File: src/logic/bp_pkg.sv
/*
 * Shared definitions for the fetch/decode front end.
 * Widths, the branch opcode, the 2-bit counter states and the
 * instruction word layout used by fetch, predictor and decode.
 */
package bp_pkg;

  localparam int pc_w   = 16;  // PC and target width.
  localparam int flag_w = 3;   // Negative, zero, overflow.
  localparam int op_w   = 4;   // Opcode field width.

  localparam logic [op_w-1:0] branch_op = 4'hb;  // Conditional branch opcode.

  ////////////////////
  // Counter states
  ////////////////////
  // Taken is the MSB of the encoding.
  typedef enum logic [1:0] {
    strong_not_taken = 2'd0,
    weak_not_taken   = 2'd1,
    weak_taken       = 2'd2,
    strong_taken     = 2'd3
  } state_t;

  ////////////////////
  // Instruction word
  ////////////////////
  typedef struct packed {
    logic [op_w-1:0] opcode;   // Major opcode.
    logic [11:0]     payload;  // Opcode specific fields.
  } generic_t;

  typedef struct packed {
    logic [op_w-1:0]        opcode;  // Equals branch_op.
    logic [flag_w-1:0]      cond;    // Flags mask, taken if any masked flag set.
    logic signed [8:0]      offset;  // Word offset from pc + 2.
  } branch_t;

  // One word, two decodes.
  typedef union packed {
    generic_t generic;  // Opcode check.
    branch_t  branch;   // Condition and offset.
  } instr_t;

endpackage

File: src/logic/fetch_stage.sv
/*
 * Fetch stage. Holds the PC, picks the next one from redirect,
 * prediction or PC+2, and loads the fetch-to-decode register.
 * A redirect from decode flushes the word fetched in the same cycle.
 */
`timescale 1ns/10ps

module fetch_stage
  import bp_pkg::*;
(
  input  logic             clk,
  input  logic             rst,
  input  instr_t           instr,               // Word at fetch_pc, same cycle.
  input  logic             predicted_taken,     // From the predictor.
  input  state_t           prediction,
  input  logic [pc_w-1:0]  predicted_target,
  input  logic             redirect,            // Mispredict strobe from decode.
  input  logic [pc_w-1:0]  redirect_pc,
  output logic [pc_w-1:0]  fetch_pc,
  output logic             id_valid,
  output logic [pc_w-1:0]  id_pc,
  output instr_t           id_instr,
  output state_t           id_prediction,
  output logic             id_predicted_taken,
  output logic [pc_w-1:0]  id_predicted_target
);

  logic [pc_w-1:0] seq_pc;   // Fall-through address.
  logic [pc_w-1:0] next_pc;  // Address fetched next cycle.

  ////////////////////
  // Next PC
  ////////////////////
  assign seq_pc = fetch_pc + pc_w'(2);  // Halfword step.

  always_comb begin
    if (redirect) begin
      next_pc = redirect_pc;  // Decode correction wins.
    end else if (predicted_taken) begin
      next_pc = predicted_target;  // Follow the BTB.
    end else begin
      next_pc = seq_pc;
    end
  end

  always_ff @(posedge clk) begin
    if (rst) begin
      fetch_pc <= '0;  // Boot address.
    end else begin
      fetch_pc <= next_pc;
    end
  end

  ////////////////////
  // Decode register
  ////////////////////
  always_ff @(posedge clk) begin
    if (rst) begin
      id_valid <= 1'b0;
    end else begin
      id_valid <= !redirect;  // Wrong-path word is dropped.
    end
  end

  // Payload follows the valid bit.
  always_ff @(posedge clk) begin
    id_pc               <= fetch_pc;
    id_instr            <= instr;
    id_prediction       <= prediction;        // State fetch relied on.
    id_predicted_taken  <= predicted_taken;
    id_predicted_target <= predicted_target;
  end

  // Redirect and BTB targets are always halfword aligned.
  a_pc_aligned : assert property (
    @(posedge clk) disable iff (rst) !fetch_pc[0]
  );

endmodule

File: src/logic/branch_predictor.sv
/*
 * Branch predictor with a tagged BHT of 2-bit counters and a BTB.
 * Answers combinationally for the fetch PC and takes its update
 * from decode one cycle later. Writes need enable.
 */
`timescale 1ns/10ps

module branch_predictor
  import bp_pkg::*;
#(
  parameter int index_bits = 3  // log2 of the table depth.
) (
  input  logic             clk,
  input  logic             rst,
  input  logic             enable,            // Predictor on.
  input  logic [pc_w-1:0]  fetch_pc,          // Read address.
  input  logic [pc_w-1:0]  id_pc,             // Write address, from decode.
  input  state_t           id_prediction,     // State used when id_pc was fetched.
  input  logic             wen_bht,
  input  logic             wen_btb,
  input  logic             actual_taken,
  input  logic [pc_w-1:0]  actual_target,
  output logic             predicted_taken,
  output state_t           prediction,
  output logic [pc_w-1:0]  predicted_target
);

  localparam int entries = 1 << index_bits;
  localparam int tag_w   = pc_w - index_bits;  // Upper PC bits plus bit 0.

  // Tables as packed arrays.
  logic [entries-1:0]             bht_valid;
  logic [entries-1:0][1:0]        bht_state;
  logic [entries-1:0][tag_w-1:0]  bht_tag;
  logic [entries-1:0][tag_w-1:0]  btb_tag;
  logic [entries-1:0][pc_w-1:0]   btb_target;

  logic [index_bits-1:0] rd_idx;
  logic [index_bits-1:0] wr_idx;
  logic [tag_w-1:0]      rd_tag;
  logic [tag_w-1:0]      wr_tag;
  logic                  bht_hit;          // Valid entry for this fetch PC.
  logic                  btb_hit;
  logic                  wr_tag_match;     // Entry still owned by the writer.
  state_t                next_state;

  ////////////////////
  // Index and tag
  ////////////////////
  assign rd_idx = fetch_pc[index_bits:1];                         // Bit 0 skipped.
  assign wr_idx = id_pc[index_bits:1];
  assign rd_tag = {fetch_pc[pc_w-1:index_bits+1], fetch_pc[0]};   // Remaining bits.
  assign wr_tag = {id_pc[pc_w-1:index_bits+1], id_pc[0]};

  ////////////////////
  // Read side
  ////////////////////
  assign bht_hit = enable && bht_valid[rd_idx] && (bht_tag[rd_idx] == rd_tag);
  assign btb_hit = enable && (btb_tag[rd_idx] == rd_tag);  // No read while off.

  assign prediction       = bht_hit ? state_t'(bht_state[rd_idx]) : weak_not_taken;
  assign predicted_taken  = prediction[1];                       // MSB means taken.
  assign predicted_target = btb_hit ? btb_target[rd_idx] : '0;

  ////////////////////
  // Counter update
  ////////////////////
  assign wr_tag_match = (bht_tag[wr_idx] == wr_tag);

  always_comb begin
    case (id_prediction)
      strong_not_taken: begin
        if (wr_tag_match) begin
          next_state = actual_taken ? weak_not_taken : strong_not_taken;
        end else begin
          next_state = weak_not_taken;  // Entry was taken over, restart.
        end
      end
      weak_not_taken: begin
        next_state = actual_taken ? weak_taken : strong_not_taken;  // Miss state lands here.
      end
      weak_taken: begin
        if (wr_tag_match) begin
          next_state = actual_taken ? strong_taken : weak_not_taken;
        end else begin
          next_state = weak_not_taken;
        end
      end
      strong_taken: begin
        if (wr_tag_match) begin
          next_state = actual_taken ? strong_taken : weak_taken;  // Saturates.
        end else begin
          next_state = weak_not_taken;
        end
      end
      default: begin
        next_state = weak_not_taken;
      end
    endcase
  end

  ////////////////////
  // Table writes
  ////////////////////
  always_ff @(posedge clk) begin
    if (rst) begin
      bht_valid  <= '0;                              // All entries miss.
      bht_state  <= {entries{strong_not_taken}};
      bht_tag    <= '0;
      btb_tag    <= '0;
      btb_target <= '0;
    end else begin
      if (enable && wen_bht) begin
        bht_valid[wr_idx] <= 1'b1;
        bht_tag[wr_idx]   <= wr_tag;
        bht_state[wr_idx] <= next_state;
      end
      if (enable && wen_btb) begin
        btb_tag[wr_idx]    <= wr_tag;
        btb_target[wr_idx] <= actual_target;  // Resolved target only.
      end
    end
  end

  ////////////////////
  // Checks
  ////////////////////
  // The carried state has to survive the trip through fetch and decode.
  a_known_state : assert property (
    @(posedge clk) disable iff (rst) wen_bht |-> !$isunknown(id_prediction)
  );

  // Disabled predictor leaves every table untouched.
  a_frozen_off : assert property (
    @(posedge clk) disable iff (rst)
      !enable |=> ($stable(bht_valid) && $stable(bht_state) && $stable(bht_tag)
                   && $stable(btb_tag) && $stable(btb_target))
  );

  // Decode only fills the BTB for taken branches.
  a_btb_taken : assert property (
    @(posedge clk) disable iff (rst) wen_btb |-> actual_taken
  );

endmodule

File: src/logic/branch_resolver.sv
/*
 * Decode stage. Resolves branches against the flags, checks the
 * prediction carried from fetch, redirects fetch on a mispredict,
 * drives predictor updates and registers the retire report.
 */
`timescale 1ns/10ps

module branch_resolver
  import bp_pkg::*;
(
  input  logic               clk,
  input  logic               rst,
  input  logic               id_valid,
  input  logic [pc_w-1:0]    id_pc,
  input  instr_t             id_instr,
  input  state_t             id_prediction,
  input  logic               id_predicted_taken,
  input  logic [pc_w-1:0]    id_predicted_target,
  input  logic [flag_w-1:0]  flags,               // N, Z, V levels.
  output logic               wen_bht,
  output logic               wen_btb,
  output logic               actual_taken,
  output logic [pc_w-1:0]    actual_target,
  output logic               redirect,
  output logic [pc_w-1:0]    redirect_pc,
  output logic               retire_valid,
  output logic [pc_w-1:0]    retire_pc,
  output logic               retire_branch,
  output logic               retire_taken,
  output logic [pc_w-1:0]    retire_target,
  output state_t             retire_prediction,
  output logic               mispredict
);

  logic            is_branch;     // Opcode decode.
  logic [pc_w-1:0] seq_pc;        // id_pc + 2.
  logic [pc_w-1:0] offset_bytes;  // Sign extended word offset times two.
  logic            dir_wrong;     // Direction mispredicted.
  logic            tgt_wrong;     // Right direction, wrong place.

  ////////////////////
  // Decode
  ////////////////////
  assign is_branch    = (id_instr.generic.opcode == branch_op);
  assign seq_pc       = id_pc + pc_w'(2);
  assign offset_bytes = {{(pc_w-10){id_instr.branch.offset[8]}}, id_instr.branch.offset, 1'b0};

  assign actual_taken  = is_branch && |(id_instr.branch.cond & flags);  // Any masked flag.
  assign actual_target = seq_pc + offset_bytes;

  ////////////////////
  // Prediction check
  ////////////////////
  assign dir_wrong = (id_predicted_taken != actual_taken);
  assign tgt_wrong = actual_taken && id_predicted_taken
                     && (id_predicted_target != actual_target);

  assign redirect    = id_valid && is_branch && (dir_wrong || tgt_wrong);
  assign redirect_pc = actual_taken ? actual_target : seq_pc;

  // Predictor updates, applied at the end of this cycle.
  assign wen_bht = id_valid && is_branch;
  assign wen_btb = id_valid && actual_taken;

  ////////////////////
  // Retire report
  ////////////////////
  always_ff @(posedge clk) begin
    if (rst) begin
      retire_valid <= 1'b0;
      mispredict   <= 1'b0;
    end else begin
      retire_valid <= id_valid;
      mispredict   <= redirect;  // Same cycle as its retire.
    end
  end

  always_ff @(posedge clk) begin
    retire_pc         <= id_pc;
    retire_branch     <= is_branch;
    retire_taken      <= actual_taken;
    retire_target     <= is_branch ? actual_target : seq_pc;  // Fall-through if no branch.
    retire_prediction <= id_prediction;
  end

  // A redirect comes from a live slot and empties the next one.
  a_redirect_flush : assert property (
    @(posedge clk) disable iff (rst) redirect |-> id_valid ##1 !id_valid
  );

endmodule

File: src/logic/branch_unit_top.sv
/*
 * Top level of the fetch/decode front end. Wires fetch, predictor
 * and decode together and passes the table size down.
 */
`timescale 1ns/10ps

module branch_unit_top
  import bp_pkg::*;
#(
  parameter int index_bits = 3  // 8 BHT/BTB entries.
) (
  input  logic               clk,
  input  logic               rst,
  input  logic               enable,         // Predictor on.
  input  instr_t             instr,          // Word at fetch_pc.
  input  logic [flag_w-1:0]  flags,
  output logic [pc_w-1:0]    fetch_pc,
  output logic               retire_valid,
  output logic [pc_w-1:0]    retire_pc,
  output logic               retire_branch,
  output logic               retire_taken,
  output logic [pc_w-1:0]    retire_target,
  output state_t             retire_prediction,
  output logic               mispredict
);

  // Predictor to fetch.
  logic            predicted_taken;
  state_t          prediction;
  logic [pc_w-1:0] predicted_target;

  // Fetch to decode.
  logic            id_valid;
  logic [pc_w-1:0] id_pc;
  instr_t          id_instr;
  state_t          id_prediction;
  logic            id_predicted_taken;
  logic [pc_w-1:0] id_predicted_target;

  // Decode to predictor and fetch.
  logic            wen_bht;
  logic            wen_btb;
  logic            actual_taken;
  logic [pc_w-1:0] actual_target;
  logic            redirect;
  logic [pc_w-1:0] redirect_pc;

  fetch_stage fetch_i (
    .clk, .rst, .instr,
    .predicted_taken, .prediction, .predicted_target,
    .redirect, .redirect_pc,
    .fetch_pc, .id_valid, .id_pc, .id_instr,
    .id_prediction, .id_predicted_taken, .id_predicted_target
  );

  branch_predictor #(.index_bits(index_bits)) predictor_i (
    .clk, .rst, .enable, .fetch_pc, .id_pc, .id_prediction,
    .wen_bht, .wen_btb, .actual_taken, .actual_target,
    .predicted_taken, .prediction, .predicted_target
  );

  branch_resolver resolver_i (
    .clk, .rst, .id_valid, .id_pc, .id_instr, .id_prediction,
    .id_predicted_taken, .id_predicted_target, .flags,
    .wen_bht, .wen_btb, .actual_taken, .actual_target,
    .redirect, .redirect_pc,
    .retire_valid, .retire_pc, .retire_branch, .retire_taken,
    .retire_target, .retire_prediction, .mispredict
  );

endmodule

File: config.mk
export PLATFORM = sky130hd
export DESIGN_NAME = branch_unit_top
export DESIGN_NICKNAME = d
export VERILOG_FILES = /design/src/logic/bp_pkg.sv /design/src/logic/fetch_stage.sv /design/src/logic/branch_predictor.sv /design/src/logic/branch_resolver.sv /design/src/logic/branch_unit_top.sv
export SDC_FILE = /design/constraint.sdc
export NUM_CORES = 1
export LEC_CHECK = 0
export BUFFER_PORTS_ARGS = -buffer_cell sky130_fd_sc_hd__buf_2
export CELL_PAD_IN_SITES_DETAIL_PLACEMENT = 2
export CELL_PAD_IN_SITES_GLOBAL_PLACEMENT = 2
export CORE_MARGIN = 1.5
export CORE_UTILIZATION = 42
export DETAILED_ROUTE_END_ITERATION = 6
export GPL_TIMING_DRIVEN = 0
export HOLD_SLACK_MARGIN = 0.06
export PLACE_DENSITY = 0.94
export SETUP_SLACK_MARGIN = 0.3
export SLEW_MARGIN = 20
export SYNTH_ARGS = -nofsm -noshare
export SYNTH_HDL_FRONTEND = slang
export SYNTH_HIERARCHICAL = 1
export SYNTH_SLANG_ARGS = --single-unit
export TNS_END_PERCENT = 50
File: constraint.sdc
create_clock -name clk -period 6.5 [get_ports clk]
set_clock_uncertainty 0.05 [all_clocks]
set_input_delay 0.975 -clock clk [delete_from_list [all_inputs] [get_ports clk]]
set_output_delay 0.975 -clock clk [all_outputs]
set_load 0.02 [all_outputs]
-- After elaboration in Yosys (flattened, before gate mapping)
Cells that the tools add are included.
- register bits: 465
- input port bits: 22
- output and inout bits: 54
- logic and storage cells: 118
- add/sub/neg operators: 3
- $lt $le $gt $ge: 3
- eq/ne operators: 9
- multiplexer cells: 38
- bitwise logic cells: 2
- reductions and logical operators: 16
- operators by type and width (cell ; count):
    $bwmux 104 ; 2
    $bwmux 128 ; 1
    $bmux 13 s3 ; 3
    $mux 16 ; 7
    $mux 13 ; 4
    $bmux 16 s3 ; 1
    $demux 16 s3 ; 1
    $demux 13 s3 ; 1
    $eq 13x13->1 ; 3
    $add 16x2->16 const B ; 2
    $add 16x16->16 ; 1
    $bwmux 16 ; 1
    $mux 2 ; 8
    $ne 16x16->1 ; 1
    $logic_and 1x1->1 ; 12
    $lt 3x4->1 const B ; 2
    $or 8x8->8 ; 1
    $pmux 2 s4 ; 1
    $bmux 2 s3 ; 1
    $demux 2 s3 ; 1
    $eq 2x2->1 const B ; 2
    $eq 4x4->1 const B ; 1
    $mux 1 ; 4
    $and 3x3->3 ; 1
    other kinds (9) ; 9

-- Longest topological paths before layout
Gate-level depths: netlist of run 1.
- depth in word-level cells: 8
- depth in mapped cells: 22

-- Cells and area by module
Netlist of run 1, hierarchy kept.
- by module, submodules not included (module ; instances ; cells each ; area an instance (µm²) ; sequential area each (µm²)):
    branch_predictor ; 1 ; 1937 ; 16505.8 ; 7206.9
    branch_resolver ; 1 ; 307 ; 2527.4 ; 740.7
    fetch_stage ; 1 ; 167 ; 1971.9 ; 1361.3

-- Worst setup path before layout of run 1
No wires, ideal clock.
- path type: register to register
- start point: register fetch_i.id_pc[1]
- end point: register fetch_i.fetch_pc[12]
- library setup time: 76 ps
- data arrival time: 3957 ps
- required time: 6374 ps
- path slack: 2417 ps
- cell stages (with the launch flop): 21
- clock period less this slack: 4083 ps
- cells stage by stage: dfxtp_1 ha_1 nand4_4 nor2_1 and3_2 xnor2_1 inv_1 ha_1 a21o_1 a21o_1 a21oi_1 and3_1 clkbuf_1 xnor2_1 o211ai_2 nor4_2 nor2_1 clkbuf_1 or3_1 clkbuf_1 o22ai_1
- cells in the longest elaborated chain, start to end: 7
- elaborated cells on any way between the ends: 8
- those cells by class: add/sub: 2; eq/ne: 1; mux: 2; reduce/logical: 3
- ends and longest elaborated chain (what ; line ; RTL):
    start, declared ; fetch_stage.sv:21 ; output logic [pc_w-1:0] id_pc,
    start signal, assigned ; fetch_stage.sv:67 ; id_pc <= fetch_pc;
    $add 16x2->16 ; branch_resolver.sv:45 ; assign seq_pc = id_pc + pc_w'(2);
    $add 16x16->16 ; branch_resolver.sv:49 ; assign actual_target = seq_pc + offset_bytes;
    $ne 16x16->1 ; branch_resolver.sv:56 ; && (id_predicted_target != actual_target);
    $logic_and 1x1->1 ; branch_resolver.sv:56 ;
    $logic_or 1x1->1 ; branch_resolver.sv:58 ; assign redirect = id_valid && is_branch && (dir_wrong || tgt_wrong);
    $logic_and 1x1->1 ; branch_resolver.sv:58 ;
    named net redirect ; branch_unit_top.sv:45 ; logic redirect;
    $mux 16 ; fetch_stage.sv:37 ; if (redirect) begin
    end signal, assigned ; fetch_stage.sv:50 ; fetch_pc <= next_pc;
    end, declared ; fetch_stage.sv:19 ; output logic [pc_w-1:0] fetch_pc,
The timed path passes the listed nets, and every way through them passes these cells.
A chain may end at the register's enable or synchronous reset.

-- Final worst setup path of run 1
- start point: register fetch_i.fetch_pc[3]
- end point: register fetch_i.fetch_pc[1]
- cells in the longest elaborated chain, start to end: 7
- elaborated cells on any way between the ends: 19
- those cells by class: eq/ne: 2; mux: 14; reduce/logical: 3
- ends and longest elaborated chain (what ; line ; RTL):
    $bmux 13 s3 / $bmux 1 s3 (equally long branches) ; branch_predictor.sv:58 ; assign bht_hit = enable && bht_valid[rd_idx] && (bht_tag[rd_idx] == rd_tag);
    $mux 13 (not written as such) / $mux 1 (equally long branches) ; branch_predictor.sv:58 ;
    $eq 13x13->1 / $logic_and 1x1->1 (equally long branches) ; branch_predictor.sv:58 ;
    $logic_and 1x1->1 ; branch_predictor.sv:58 ;
    $mux 2 (*) ; branch_predictor.sv:61 ; assign prediction = bht_hit ? state_t'(bht_state[rd_idx]) : weak_not_taken;
    named net predicted_taken ; branch_unit_top.sv:28 ; logic predicted_taken;
    $mux 16 (*) ; fetch_stage.sv:39 ; end else if (predicted_taken) begin
    $mux 16 (*) ; fetch_stage.sv:37 ;
Mark *: on every way through the listed nets, which the timed path passes. The rest lies on a longest branch. The select of a mux whose other input is x is not followed.

==> out/results.tsv, run 1 <==
metric	value	unit
synth_area	21000	um2
yosys_register_bits	465	
finish.utilization	48.7	%
hold_viol	0	
synth_edf_count	0	
power_density	274	nW/um2
slew_headroom	12.1	%
ff2ff_setup_slack	0.33	ns
io_buffers	75	
dp.cells	3150	
antenna_found_initial	13	
endpoint_kind	flip-flop	
yosys_warnings	6	
arrival	6.67	ns
drt-pass1-iter-count	7	
routed_via_density	7.02	
worstSetupStartpointType	flip-flop	
netlist_instances	2411	
syn_to_final_growth	13.9	%
cts-buffers-inserted	49	
slowest_stage	buf_1	
clock_latency	0.66	ns
dieArea	51400	um2
min_path_type	input pin to flip-flop	
syn-num-nets	2455	
cp_max_fo	10	
vias	22800	
htree_levels	2	
fin_crit	6.17	ns
synthFlopType	dfxtp_1	
ir_drop	308	uV
max_stage_delay	1.01	ns
die_y	227	um
cts_hold_buffers	0	
post_cts_buffers	0	
tritoncts	yes	
syn_area_per_cell	8.71	um2
root_buffer	clkbuf_16	
finalPower	6.56	mW
synth.distinct_cells	75	
max_freq	162	MHz
drive_above_1_share	12.9	%
grtUsageTotal	49.8	%
leakagePower	8.12	nW
crit_path_frequent_cell	nor2_1	
rsz0062_at_grt	no	
worst-setup-path-type	flip-flop to flip-flop	
detail_route.wl_per_cell	38.9	um
clk_pin_slew	0.07	ns
num-nets-final	2581	
initial_core_util	42.7	%
ioPinCount	76	
finalSetupViolCount	0	
cap_viol_max_count	0	
grt_pass1_vias	25200	
clock_path_buffers	3	
min_period_over_period	94.9	%
core_area	49200	um2
cp.required	7.00	ns
gp_congestion	0.950	
async_flop_share	0	%
path_cells	buf_2 > buf_1 > mux2i_1 > xor2_1 > nand4_1 > or4_1 > nor2_1 > clkbuf_1 > nand2_1 > o211ai_1 > o21ai_0 > nor2_1	
drv_slew	0	
fillers	5212	
worst_pin_slew	1.31	ns
drc_errors	0	
final.setup.tns	0	ns
outcome	complete, no violations	
row_count	81	
overflow	0	
wl	126000	um
critical-path-top-delay-family	buffers and inverters	
cts.sinks	465	
grt_max_degree	14	
stdcell_count	3244	
synth_sequential_area_ratio	44.3	%
antenna_left	0	
cp_num_buf_inv	3	
drtIter0Drc	2814	
grt_pass1_wl	182000	um
fp.dieW	227	um
dp_hpwl	74800	um
[synthesized netlist by cell type (all sizes together), types with 7 or more instances]
master / number / area, um2
nand2: 719 / 2700
dfxtp: 465 / 9310
a21oi: 378 / 1900
clkbuf: 149 / 561
nor2: 115 / 432
mux4: 105 / 2360
mux2i: 70 / 701
buf: 56 / 324
xnor2: 46 / 418
xor2: 42 / 368
inv: 31 / 116
nand3: 29 / 150
o21ai: 24 / 124
ha: 21 / 263
nand4: 19 / 146
nor3: 11 / 60.1
o22ai: 11 / 68.8
and2: 9 / 58.8
a22oi: 8 / 60.1
a311oi: 8 / 70.1
and3: 8 / 51.3
nand3b: 8 / 60.1
mux2: 7 / 78.8
nor4: 7 / 56.3
[report_power, final]
part           switching, mW  internal, mW  total [mW]
sequential            0.0195          2.86        2.88
clock                   1.37          1.76        3.13
combinational          0.399         0.152       0.551
total                   1.78          4.78        6.56
[worst paths after layout]
kind,cells after the start,endpoint,start
worst min-delay path,1,fetch_i/id_instr[6],instr[6]
worst min register to register,0,resolver_i/retire_prediction[0],fetch_i/id_prediction[0]
worst max register to register,12,fetch_i/fetch_pc[1],fetch_i/fetch_pc[3]
worst max-delay path,12,fetch_i/fetch_pc[1],fetch_i/fetch_pc[3]
[cell families after synthesis]
family,count (synthesis),synth area share [%]
and+or+nand+nor,949,18.5
AOI/OAI and AO/OA,467,12.2
DFF,465,44.3
buffers and inverters,236,4.77
muxes,182,15.0
xor gates and xnor gates,90,3.96
adders and majority gates,22,1.35
[flip-flops by register name (all words and copies together) (netlist names), 8 cells and up]
| name | cells |
|---|---|
| predictor_i/btb_target | 128 |
| predictor_i/bht_tag | 104 |
| predictor_i/btb_tag | 104 |
| fetch_i/fetch_pc | 16 |
| fetch_i/id_instr | 16 |
| fetch_i/id_pc | 16 |
| fetch_i/id_predicted_target | 16 |
| predictor_i/bht_state | 16 |
| resolver_i/retire_target | 16 |
| resolver_i/retire_pc | 15 |
| predictor_i/bht_valid | 8 |
[final cells by class]
cell class | count | area (um2) | share of cell area (%)
Multi-Input combinational cell | 1710 | 10700 | 44.8
Sequential cell | 465 | 9310 | 38.9
Clock buffer | 73 | 1440 | 6.01
Buffer | 205 | 893 | 3.73
Tap cell | 664 | 831 | 3.47
Timing Repair Buffer | 75 | 375 | 1.57
Clock inverter | 13 | 221 | 0.926
Inverter | 31 | 116 | 0.486
Antenna cell | 8 | 20.0 | 0.0837
[cell usage in the layout, fill, tap and decap left out, types with 5 or more instances in the layout]
master	Yosys	final
nor4_1	5	5
and3_1	7	7
xor2_1	42	42
mux4_2	105	105
ha_1	21	21
nor3_1	10	10
clkbuf_16	0	51
nand2_1	719	719
clkinv_2	0	5
buf_1	20	15
o22ai_1	11	11
xnor2_1	44	43
buf_2	13	88
diode_2	0	8
a21oi_1	377	376
nor2b_1	5	5
a21o_1	5	5
nand3b_1	8	8
a22oi_1	8	8
buf_4	20	20
inv_1	30	30
nand2b_1	5	5
dfxtp_1	465	465
a311oi_1	8	8
bufinv_16	0	6
clkbuf_8	0	8
clkbuf_1	148	160
o21ai_0	19	19
mux2i_1	70	68
clkbuf_2	1	8
nand3_1	28	28
nor2_1	115	114
and2_1	8	8
nand4_1	16	16
mux2_2	7	7
[per-layer routing]
metal,GRT usage [%],vias to the layer above,wire length (um)
li1,-,8455,-
met1,50.6,11200,41000
met2,78.3,2089,56700
met3,19.9,1009,14000
met4,46.1,12,14200
met5,1.66,-,173
[metrics by stage]
step                      worst slack, ns  hold slack, ns  area [um2]
final                               0.330           0.364       23900
after detailed placement            0.802           0.367       22200
after global placement               1.07           0.361       22200
after global routing                0.310           0.365       23900
after CTS                           0.538           0.367       23900
after floorplan                      2.42           0.312       21000
[what timing repair did]
action	CTS	global route
endpoints found under the hold margin	0	0
endpoints found under the setup margin	0	5
gates resized for setup	0	5
(Power assumes the default switching activity.)
==> run 2, diff against run 1 <==
Settings changed: CORE_MARGIN 1.5 to 1.
==> run 2 against run 1 <==
The run now ends with DRC left; sequential power is essentially flat; utilization grew 0.10 points; final area grew 0.21%; wire length grew 1.8%; via count grew 0.80%; critical path depth grew 7; combinational power grew 2%; total power grew 1.9%; global-route usage grew 1.2 points; register-to-register slack lost 0.05 ns; largest power group unchanged; highest routed layer unchanged.
==> out/results.tsv, run 2 (synthesized netlist as in run 1, its figures left out) <==
metric	value	unit	change
die_y	226	um	-0.44%
syn_to_final_growth	14.1	%	
slowest_stage	dfxtp_1		
finalPower	6.69	mW	+1.9%
hold_viol	0		unchanged
min_from	instr[3]		
ir_drop	228	uV	-26%
routed_via_density	7.07		+0.67%
drv_slew	0		unchanged
outcome	complete, but fails checks		
row_count	81		unchanged
leakagePower	8.15	nW	+0.41%
gp_congestion	0.932		-1.9%
max_stage_delay	0.58	ns	-0.43 ns
layout_common_cells	719 x nand2_1, 465 x dfxtp_1, 377 x a21oi_1		
tritoncts	yes		
drtIter0Drc	2869		+2.0%
num-nets-final	2582		+0.039%
drt-pass1-iter-count	6		-1
reg2reg_to	fetch_i/fetch_pc[6]		
arrival	6.67	ns	about the same
clock_latency	0.68	ns	+0.02 ns
dieArea	50900	um2	-0.88%
core_area	49200	um2	unchanged
drc_errors	4		+4
dp_hpwl	74300	um	-0.66%
antenna_found_initial	13		unchanged
min_period_over_period	95.6	%	+0.72 points
worst_pin_slew	1.41	ns	+0.0958 ns
root_buffer	clkbuf_16		
cts.sinks	465		unchanged
grt_pass1_wl	184000	um	+1.3%
hold_slack	0.358	ns	-0.00574 ns
path_cells	ha_1 > nand4_4 > nor2_1 > xnor2_1 > inv_1 > ha_1 > and2_4 > and2b_1 > a21oi_1 > xor2_1 > inv_2 > xnor2_1 > nand3_1 > nor4_2 > nor2_1 > clkbuf_2 > clkbuf_2 > a22oi_1 > a21oi_1		
max_freq	161	MHz	-0.75%
rsz0062_at_grt	no		
fp.dieW	226	um	-0.44%
cap_viol_max_count	0		unchanged
initial_core_util	42.7	%	unchanged
r2r-start	fetch_i/id_pc[1]		
wl	128000	um	+1.8%
dp.cells	3150		unchanged
overflow	0		unchanged
top_regs	predictor_i/btb_target: 128 flops, predictor_i/bht_tag: 104 flops, predictor_i/btb_tag: 104 flops		
stdcell_count	3248		+0.12%
post_cts_buffers	0		unchanged
use_met3	22.9	%	+2.9 points
cts-resized-gates	0		unchanged
ff2ff_setup_slack	0.28	ns	-0.05 ns
top_usage_layer	met2		
use_met2	79.2	%	+0.93 points
top_register	predictor_i/btb_target		
cts-buffers-inserted	51		+4.1%
cp.required	6.95	ns	-0.05 ns
grtUsageTotal	51.0	%	+1.2 points
min_to	fetch_i/id_instr[3]		
grt_use_met1	50.1	%	-0.52 points
mostFrequentLayoutCell	nand2_1		
worst-setup-path-type	flip-flop to flip-flop		
min_path_type	input pin to flip-flop		
r2r_cells	19		+7
power_density	279	nW/um2	+1.6%
fin_crit	6.22	ns	+0.0465 ns
clk_pin_slew	0.07	ns	about the same
io_buffers	75		unchanged
ioPinCount	76		unchanged
htree_levels	2		unchanged
grt_max_degree	20		+6
violations	DRC		
largest_reg_flops	128		unchanged
slew_headroom	5.32	%	-6.7 points
worstSetupStartpointType	flip-flop		
clock_path_buffers	3		unchanged
cts_hold_buffers	0		unchanged
detail_route.wl_per_cell	39.5	um	+1.7%
cp_max_fo	10		unchanged
drive_above_1_share	12.9	%	+0.063 points
grt_pass1_vias	25400		+0.78%
finalSetupViolCount	0		unchanged
vias	23000		+0.80%
antenna_left	0		unchanged
endpoint_kind	flip-flop		
final.setup.tns	0	ns	unchanged
hold_path_depth	1		unchanged
==> run 2: cell types whose count changed in the layout (fill, tap and decap cells not counted), sizes merged <==
cell,before,now
clkinv,5,9
clkbuf,227,224
buf,126,128
bufinv,6,7
clkinvlp,1,0
diode,8,9
==> run 2: worst max path at each step <==
stage                              startpoint                   end  slack [ns]  depth (start not counted)
after floorplan              fetch_i/id_pc[1]  fetch_i/fetch_pc[12]        2.42                         20
after global placement    fetch_i/fetch_pc[2]   fetch_i/fetch_pc[0]        1.15                         13
after detailed placement  fetch_i/fetch_pc[2]   fetch_i/fetch_pc[2]        0.60                         13
after CTS                    fetch_i/id_pc[3]   fetch_i/fetch_pc[6]        0.43                         18
after global routing         fetch_i/id_pc[3]  fetch_i/fetch_pc[11]        0.37                         18
final                        fetch_i/id_pc[1]   fetch_i/fetch_pc[6]        0.28                         19
==> run 2: power breakdown <==
part	internal (mW)	switching [mW]
Sequential	2.86	0.0191
Clock	1.83	1.41
Combinational	0.151	0.412
Total	4.85	1.84
==> run 2: through the flow <==
stage	instance area, um2	util, %	setup WS (ns)
3_3_place_gp	22200	45.2	1.15
5_1_grt	24000	48.7	0.370
6_report	24000	48.8	0.283
4_1_cts	23900	48.7	0.428
2_1_floorplan	21000	-	2.42
3_5_place_dp	22200	45.2	0.599
==> run 2: layer usage <==
layer | up-vias | part of all wire, %
met5 | - | 0.083
met4 | 8 | 12
met3 | 1065 | 12
met2 | 2106 | 45
met1 | 11300 | 32
li1 | 8469 | -
==> run 2: layout make-up <==
| class | instances | area [um2] |
|---|---|---|
| fill | 5262 | 25200 |
| antenna | 9 | 22.5 |
| timing repair buffer | 75 | 375 |
| clock inverter | 17 | 264 |
| clock buffer | 73 | 1460 |
| tap | 664 | 831 |
| sequential | 465 | 9310 |
| buffer | 204 | 886 |
| inverter | 31 | 116 |
| multi-input combinational | 1710 | 10700 |
==> run 2: critical path: cells and delay by family (launching register included) <==
kind            cells  cell delay [ns]
compound gates      3             0.92
xor+xnor            3             1.06
fa+ha+maj           2             0.84
buf+inv             4             0.87
flops               1             0.58
simple gates        7             1.72
